<file path="config.mk">
export PLATFORM = sky130hd
export DESIGN_NAME = softmax_top
export DESIGN_NICKNAME = d
export VERILOG_FILES = /design/src/source/softmax_pkg.sv /design/src/source/row_loader.sv /design/src/source/row_buffer.sv /design/src/source/max_tracker.sv /design/src/source/max_normalizer.sv /design/src/source/sum_tree.sv /design/src/source/softmax_top.sv
export SDC_FILE = /design/constraint.sdc
export NUM_CORES = 2
export LEC_CHECK = 0
export BUFFER_PORTS_ARGS = -buffer_cell sky130_fd_sc_hd__buf_2
export CELL_PAD_IN_SITES_DETAIL_PLACEMENT = 0
export CELL_PAD_IN_SITES_GLOBAL_PLACEMENT = 1
export CORE_UTILIZATION = 52
export CTS_BUF_LIST = sky130_fd_sc_hd__clkbuf_2 sky130_fd_sc_hd__clkbuf_4 sky130_fd_sc_hd__clkbuf_8
export DETAILED_ROUTE_END_ITERATION = 16
export GPL_TIMING_DRIVEN = 0
export PLACE_DENSITY_LB_ADDON = 0.1
export SLEW_MARGIN = 5
export SYNTH_ARGS = -nofsm -noshare
export SYNTH_HDL_FRONTEND = slang
export SYNTH_HIERARCHICAL = 1
export SYNTH_SLANG_ARGS = --single-unit
</file>
<file path="constraint.sdc">
create_clock -name clk -period 7.52 [get_ports clk]
set_clock_uncertainty 0.05 [all_clocks]
set_input_delay 1.504 -clock clk [delete_from_list [all_inputs] [get_ports clk]]
set_output_delay 1.504 -clock clk [all_outputs]
set_load 0.05 [all_outputs]
</file>
<file path="src/source/softmax_pkg.sv">
package softmax_pkg;

  localparam int num_lanes    = 4;
  localparam int elem_width   = 16;
  localparam int addr_width   = 5;
  localparam int buffer_depth = 32;
  localparam int diff_width   = 17;
  // 128 lanes of diff_width
  localparam int sum_width    = 24;

  typedef logic signed [elem_width-1:0] elem_t;
  typedef logic signed [diff_width-1:0] diff_t;
  typedef logic signed [sum_width-1:0]  sum_t;
  typedef logic [addr_width-1:0]        addr_t;

  // lane 0 in the low bits
  typedef elem_t [num_lanes-1:0] row_t;
  typedef diff_t [num_lanes-1:0] norm_row_t;

  typedef struct packed {
    addr_t base;
    addr_t limit;
  } addr_range_t;

  typedef struct packed {
    logic valid;
    logic first;
    logic last;
    row_t data;
  } row_beat_t;

  typedef struct packed {
    logic      valid;
    logic      first;
    logic      last;
    norm_row_t data;
  } norm_beat_t;

endpackage

</file>
<file path="src/source/row_loader.sv">
module row_loader (
  input  logic                     clk,
  input  logic                     reset,
  input  logic                     init,
  input  logic                     start,
  input  softmax_pkg::addr_t       start_addr,
  input  softmax_pkg::addr_t       end_addr,
  input  softmax_pkg::row_t        inp,
  output softmax_pkg::addr_t       addr,
  output softmax_pkg::addr_range_t range,
  output softmax_pkg::row_beat_t   load_beat,
  output softmax_pkg::addr_t       wr_addr
);

  logic busy;
  logic walking;
  softmax_pkg::addr_t last_addr;

  assign last_addr = softmax_pkg::addr_t'(range.limit - 1'b1);

  always_ff @(posedge clk) begin
    if (init) begin
      range.base  <= start_addr;
      range.limit <= end_addr;
    end
  end

  // one cycle from start to the first address, then one row per cycle
  always_ff @(posedge clk) begin
    if (reset) begin
      busy    <= 1'b0;
      walking <= 1'b0;
      addr    <= '0;
    end else if (!busy) begin
      if (start) begin
        busy <= 1'b1;
      end
    end else if (!walking) begin
      addr    <= range.base;
      walking <= 1'b1;
    end else if (addr == last_addr) begin
      addr    <= '0;
      walking <= 1'b0;
      busy    <= 1'b0;
    end else begin
      addr <= addr + 1'b1;
    end
  end

  always_ff @(posedge clk) begin
    if (reset) begin
      load_beat.valid <= 1'b0;
    end else begin
      load_beat.valid <= walking;
    end
  end

  // row payload and where it came from
  always_ff @(posedge clk) begin
    load_beat.first <= (addr == range.base);
    load_beat.last  <= (addr == last_addr);
    load_beat.data  <= inp;
    wr_addr         <= addr;
  end

endmodule

</file>
<file path="src/source/row_buffer.sv">
module row_buffer (
  input  logic                   clk,
  input  softmax_pkg::row_beat_t load_beat,
  input  softmax_pkg::addr_t     wr_addr,
  input  softmax_pkg::addr_t     rd_addr,
  output softmax_pkg::row_t      rd_data
);

  softmax_pkg::row_t mem [softmax_pkg::buffer_depth];

  always_ff @(posedge clk) begin
    if (load_beat.valid) begin
      mem[wr_addr] <= load_beat.data;
    end
  end

  // registered read, one cycle after the address
  always_ff @(posedge clk) begin
    rd_data <= mem[rd_addr];
  end

endmodule

</file>
<file path="src/source/max_tracker.sv">
module max_tracker (
  input  logic                   clk,
  input  logic                   reset,
  input  softmax_pkg::row_beat_t load_beat,
  output softmax_pkg::elem_t     max_value,
  output logic                   max_ready
);

  softmax_pkg::elem_t pair_max0;
  softmax_pkg::elem_t pair_max1;
  softmax_pkg::elem_t row_max;

  function automatic softmax_pkg::elem_t larger(
    input softmax_pkg::elem_t a,
    input softmax_pkg::elem_t b
  );
    return (a > b) ? a : b;
  endfunction

  // two-level compare tree over the lanes
  assign pair_max0 = larger(load_beat.data[0], load_beat.data[1]);
  assign pair_max1 = larger(load_beat.data[2], load_beat.data[3]);
  assign row_max   = larger(pair_max0, pair_max1);

  always_ff @(posedge clk) begin
    if (load_beat.valid) begin
      // a new pass restarts the maximum
      if (load_beat.first) begin
        max_value <= row_max;
      end else begin
        max_value <= larger(max_value, row_max);
      end
    end
  end

  always_ff @(posedge clk) begin
    if (reset) begin
      max_ready <= 1'b0;
    end else begin
      max_ready <= load_beat.valid && load_beat.last;
    end
  end

endmodule

</file>
<file path="src/source/max_normalizer.sv">
module max_normalizer (
  input  logic                     clk,
  input  logic                     reset,
  input  softmax_pkg::addr_range_t range,
  input  softmax_pkg::elem_t       max_value,
  input  logic                     max_ready,
  input  softmax_pkg::row_t        rd_data,
  output softmax_pkg::addr_t       rd_addr,
  output softmax_pkg::norm_beat_t  norm_beat
);

  logic rd_walk;
  logic rd_valid;
  logic rd_first;
  logic rd_last;
  softmax_pkg::addr_t last_addr;

  assign last_addr = softmax_pkg::addr_t'(range.limit - 1'b1);

  // second walk over the buffer
  always_ff @(posedge clk) begin
    if (reset) begin
      rd_walk <= 1'b0;
      rd_addr <= '0;
    end else if (max_ready) begin
      rd_walk <= 1'b1;
      rd_addr <= range.base;
    end else if (rd_walk) begin
      if (rd_addr == last_addr) begin
        rd_walk <= 1'b0;
        rd_addr <= '0;
      end else begin
        rd_addr <= rd_addr + 1'b1;
      end
    end
  end

  // flags follow the read latency of the buffer
  always_ff @(posedge clk) begin
    if (reset) begin
      rd_valid        <= 1'b0;
      norm_beat.valid <= 1'b0;
    end else begin
      rd_valid        <= rd_walk;
      norm_beat.valid <= rd_valid;
    end
  end

  always_ff @(posedge clk) begin
    rd_first        <= (rd_addr == range.base);
    rd_last         <= (rd_addr == last_addr);
    norm_beat.first <= rd_first;
    norm_beat.last  <= rd_last;
    for (int i = 0; i < softmax_pkg::num_lanes; i++) begin
      norm_beat.data[i] <= softmax_pkg::diff_t'($signed(rd_data[i]))
                         - softmax_pkg::diff_t'($signed(max_value));
    end
  end

endmodule

</file>
<file path="src/source/sum_tree.sv">
module sum_tree (
  input  logic                    clk,
  input  logic                    reset,
  input  softmax_pkg::norm_beat_t norm_beat,
  output softmax_pkg::sum_t       sum,
  output logic                    done
);

  softmax_pkg::sum_t pair_sum0;
  softmax_pkg::sum_t pair_sum1;
  logic s1_valid;
  logic s1_first;
  logic s1_last;

  // stage 1, lane pairs
  always_ff @(posedge clk) begin
    pair_sum0 <= softmax_pkg::sum_t'($signed(norm_beat.data[0]))
               + softmax_pkg::sum_t'($signed(norm_beat.data[1]));
    pair_sum1 <= softmax_pkg::sum_t'($signed(norm_beat.data[2]))
               + softmax_pkg::sum_t'($signed(norm_beat.data[3]));
    s1_first  <= norm_beat.first;
    s1_last   <= norm_beat.last;
  end

  always_ff @(posedge clk) begin
    if (reset) begin
      s1_valid <= 1'b0;
      done     <= 1'b0;
    end else begin
      s1_valid <= norm_beat.valid;
      done     <= s1_valid && s1_last;
    end
  end

  // stage 2, final add into the accumulator
  always_ff @(posedge clk) begin
    if (reset) begin
      sum <= '0;
    end else if (s1_valid) begin
      if (s1_first) begin
        sum <= pair_sum0 + pair_sum1;
      end else begin
        sum <= sum + pair_sum0 + pair_sum1;
      end
    end
  end

endmodule

</file>
<file path="src/source/softmax_top.sv">
module softmax_top (
  input  logic                      clk,
  input  logic                      reset,
  input  logic                      init,
  input  logic                      start,
  input  softmax_pkg::addr_t        start_addr,
  input  softmax_pkg::addr_t        end_addr,
  input  softmax_pkg::row_t         inp,
  output softmax_pkg::addr_t        addr,
  output softmax_pkg::norm_row_t    out_row,
  output logic                      out_valid,
  output softmax_pkg::sum_t         sum,
  output logic                      done
);

  softmax_pkg::row_beat_t   load_beat;
  softmax_pkg::addr_range_t range;
  softmax_pkg::addr_t       wr_addr;
  softmax_pkg::addr_t       rd_addr;
  softmax_pkg::row_t        rd_data;
  softmax_pkg::elem_t       max_value;
  logic                     max_ready;
  softmax_pkg::norm_beat_t  norm_beat;

  assign out_row   = norm_beat.data;
  assign out_valid = norm_beat.valid;

  // load pass
  row_loader loader0 (.clk, .reset, .init, .start, .start_addr, .end_addr, .inp,
                      .addr, .range, .load_beat, .wr_addr);

  row_buffer buffer0 (.clk, .load_beat, .wr_addr, .rd_addr, .rd_data);

  max_tracker tracker0 (.clk, .reset, .load_beat, .max_value, .max_ready);

  // normalize pass
  max_normalizer normalizer0 (.clk, .reset, .range, .max_value, .max_ready, .rd_data,
                              .rd_addr, .norm_beat);

  sum_tree adder0 (.clk, .reset, .norm_beat, .sum, .done);

endmodule

</file>
==> results.sh <==
export IMPL_synthArstFlopShare_pct=0
export IMPL_start_util_pct=52.47
export IMPL_yosysWarnings=6
export IMPL_drt_iter0_markers=5937
export IMPL_synth_cell_area_sq_um=95150
export IMPL_portBuffers=176
export IMPL_cts_root_buf="clkbuf_8"
export IMPL_crit_path_end_kind="flip-flop"
export IMPL_drcViolationCount=0
export IMPL_place_inst=7507
export IMPL_slew_headroom_pct=3.583
export IMPL_place_ws_ps=-1988
export IMPL_holdWs_ps=274.7
export IMPL_max_cap_viol_count=0
export IMPL_cts_tree="yes"
export IMPL_slew_violations=0
export IMPL_grt_ovfl_total=0
export IMPL_p_leak_nw=36.84
export IMPL_syn_to_final_growth_pct=16.53
export IMPL_wirelength_mm=274.6
export IMPL_gp_congestion=0.8830
export IMPL_core_area_sq_um=181300
export IMPL_fillCellCount=12929
export IMPL_grt_total_usage_pct=29.68
export IMPL_htreeDepth=5
export IMPL_post_synth_top_area_cell="edfxtp_1"
export IMPL_rr_startpoint="loader0/load_beat[40]$_DFF_P_"
export IMPL_dp_hpwl_mm=187.8
export IMPL_syn_instance_count=4835
export IMPL_vdd_drop_max_uv=195.8
export IMPL_die_area_sq_um=184700
export IMPL_setup_viol=0
export IMPL_finalPower_mw=30.63
export IMPL_hold_viol_final=0
export IMPL_synth_flop_cell="edfxtp_1"
export IMPL_cpLargestDelayFamily="compound AO/OA/AOI/OAI gates"
export IMPL_tightest_slew_ps=1446
export IMPL_firstDrtPassIters=6
export IMPL_fin_ws_ps=203.3
export IMPL_crit_fanout=34
export IMPL_postRouteAntennaNets=0
export IMPL_grt_pass1_vias=50858
export IMPL_die_y_um=429.8
export IMPL_die_w_um=429.8
export IMPL_clockBufferDepth=4
export IMPL_cts_hold_buf=0
export IMPL_num_vias=51484
export IMPL_min_from="normalizer0/norm_beat[68]$_DFF_P_"
export IMPL_grt_pass1_wl_mm=381.3
export IMPL_ff_latch_area_sq_um=68260
export IMPL_path_clk_slew_ps=60
export IMPL_synth_seq_area_share_pct=71.52
export IMPL_hp_class="reg2reg"
export IMPL_boundaryPins=177
export IMPL_cp_start_kind="flip-flop"
export IMPL_worst_path_buf_inv=4
export IMPL_instances_no_fill=8280
export IMPL_cp_startpoint="loader0/load_beat[40]$_DFF_P_"
export IMPL_status="complete, no violations"
export IMPL_fin_crit_ps=7317
export IMPL_clock_latency_ps=1120
export IMPL_syn_area_per_cell_sq_um=19.68
export IMPL_wl_per_cell_um=33.16
export IMPL_fin_area_sq_um=110900
export IMPL_synth_top_area_share_pct=65.46
export IMPL_grt_max_degree=36
export IMPL_multi_input_area_sq_um=26030
export IMPL_nets=5903
export IMPL_cts_sinks=2362
export IMPL_fmax_ghz=0.1367
export IMPL_post_route_util_pct=61.14
export IMPL_layout_commonest_cell="edfxtp_1"
export IMPL_synth_area_leaders="edfxtp_1, mux4_2, dfxtp_1"
export IMPL_layout_drive_gt1_share_pct=33.15
export IMPL_viasPerCell=6.218
export IMPL_yosys_register_bits=2362
export IMPL_synth_fp_nets=5148
export IMPL_final_cell_mix="edfxtp_1, mux4_2, clkbuf_8"
export IMPL_pwr_density_cell_nw_per_um2=276.2
export IMPL_placed_cell_area_sq_um=101900
export IMPL_numCtsBuffers=392
export IMPL_min_period_over_period_pct=97.30
export IMPL_cpPeakStageDelay_ps=730
export IMPL_cp_data_required_time_ps=8270
export IMPL_antenna_found_initial=10
export IMPL_final_setup_tns_ps=0
export IMPL_synth_edf_count=2074
export IMPL_yosysUniqueCellTypes=98
export IMPL_slowest_stage="dfxtp_2"
export IMPL_crit_type="reg2reg"
export IMPL_cp_arrival_ps=8060
export IMPL_num_rows=156
-- logic make-up (layout without fill, tap and decap cells) --
kind of cell    count (synthesis)  count (layout)  share of synthesized area [%]
flops                        2362            2362                          71.52
compound gates                534             535                          3.797
buf+inv                       330            1395                          1.511
mux                           769             769                          16.13
other cells                     0               9                              0
fa+ha+maj                     235             235                          3.335
simple gates                  486             486                          2.585
xor+xnor                      119             119                          1.126
-- Yosys cell counts, types with 8 or more instances --
cell type	number
nand3b_1	11
a211oi_1	25
o21ai_0	92
nor3_1	30
and2_1	9
ha_1	204
fa_1	31
edfxtp_1	2074
buf_4	15
nand4_1	23
o311ai_0	9
nor2b_1	42
xor2_1	39
o31a_1	8
o211ai_1	20
mux4_2	602
nand3_1	35
mux2_2	77
nand2b_1	27
a31oi_1	18
buf_1	22
mux2_1	12
buf_2	66
dfxtp_1	288
and3_1	17
o21bai_1	12
a21oi_1	144
mux2i_1	77
o22ai_1	22
a21o_1	47
inv_1	141
nor4_1	9
buf_6	8
o21a_1	19
o221ai_1	9
nand2_1	85
a221oi_1	18
xnor2_1	77
clkbuf_1	77
nor2_1	155
-- flip-flops by register name, indices dropped and copies added (netlist names), 5 cells and up --
name and cells:
normalizer0/rd_addr 5, adder0/sum 24, loader0/addr 5, normalizer0/norm_beat 71, buffer0/mem 2048, loader0/wr_addr 5
adder0/pair_sum1 18, loader0/range 10, buffer0/rd_data 64, tracker0/max_value 16, adder0/pair_sum0 18, loader0/load_beat 67
-- worst register-to-register path, delay by kind of cell, from the launching register on --
kind | cells | cell delay, ps
AO/OA/AOI/OAI | 12 | 2610
adder cells (fa/ha/maj) | 3 | 890
buffers and inverters | 4 | 570
flip-flops | 1 | 730
multiplexers | 2 | 630
AND/OR/NAND/NOR | 7 | 1570
-- routing by layer --
layer,global-route usage [%],part of all wire (%),vias up
met2,47.04,48,2470
met1,41.66,40,27142
met5,0,0.0047,-
met4,9.930,3.3,2
met3,5.697,8.5,421
li1,-,-,21449
-- path summary, 6_finish.rpt --
check	to	slack, ps	cells past startpoint
worst max register to register	tracker0/max_value[8]$_DFFE_PP_	200	28
worst min register to register	adder0/s1_last$_DFF_P_	270	0
worst min-delay path	adder0/s1_last$_DFF_P_	270	0
worst max-delay path	tracker0/max_value[8]$_DFFE_PP_	200	28
-- power by group --
part | leakage [nW] | switching [mW] | internal, mW
clock | 4.29 | 5.15 | 6.47
sequential | 21.1 | 0.436 | 14.5
combinational | 11.5 | 2.44 | 1.60
total | 36.8 | 8.03 | 22.6
-- cell type report --
cell class | instances | area share (%)
plain buffers | 188 | 0.8374
clock inverters | 102 | 0.6354
inverters | 142 | 0.5045
clock buffers | 603 | 6.617
multi-input cells | 2144 | 23.48
flip-flops and latches | 2362 | 61.57
well taps | 2370 | 2.675
repair buffers | 360 | 3.665
diodes | 9 | 0.02031
-- what timing repair did --
item / CTS / global route
buffers inserted: 16 / 41
resized for setup: 108 / 41
endpoints found under the setup margin: 16 / 16
pin swaps: 2 / 5
gates cloned: 0 / 2
(Power assumes the default switching activity.)
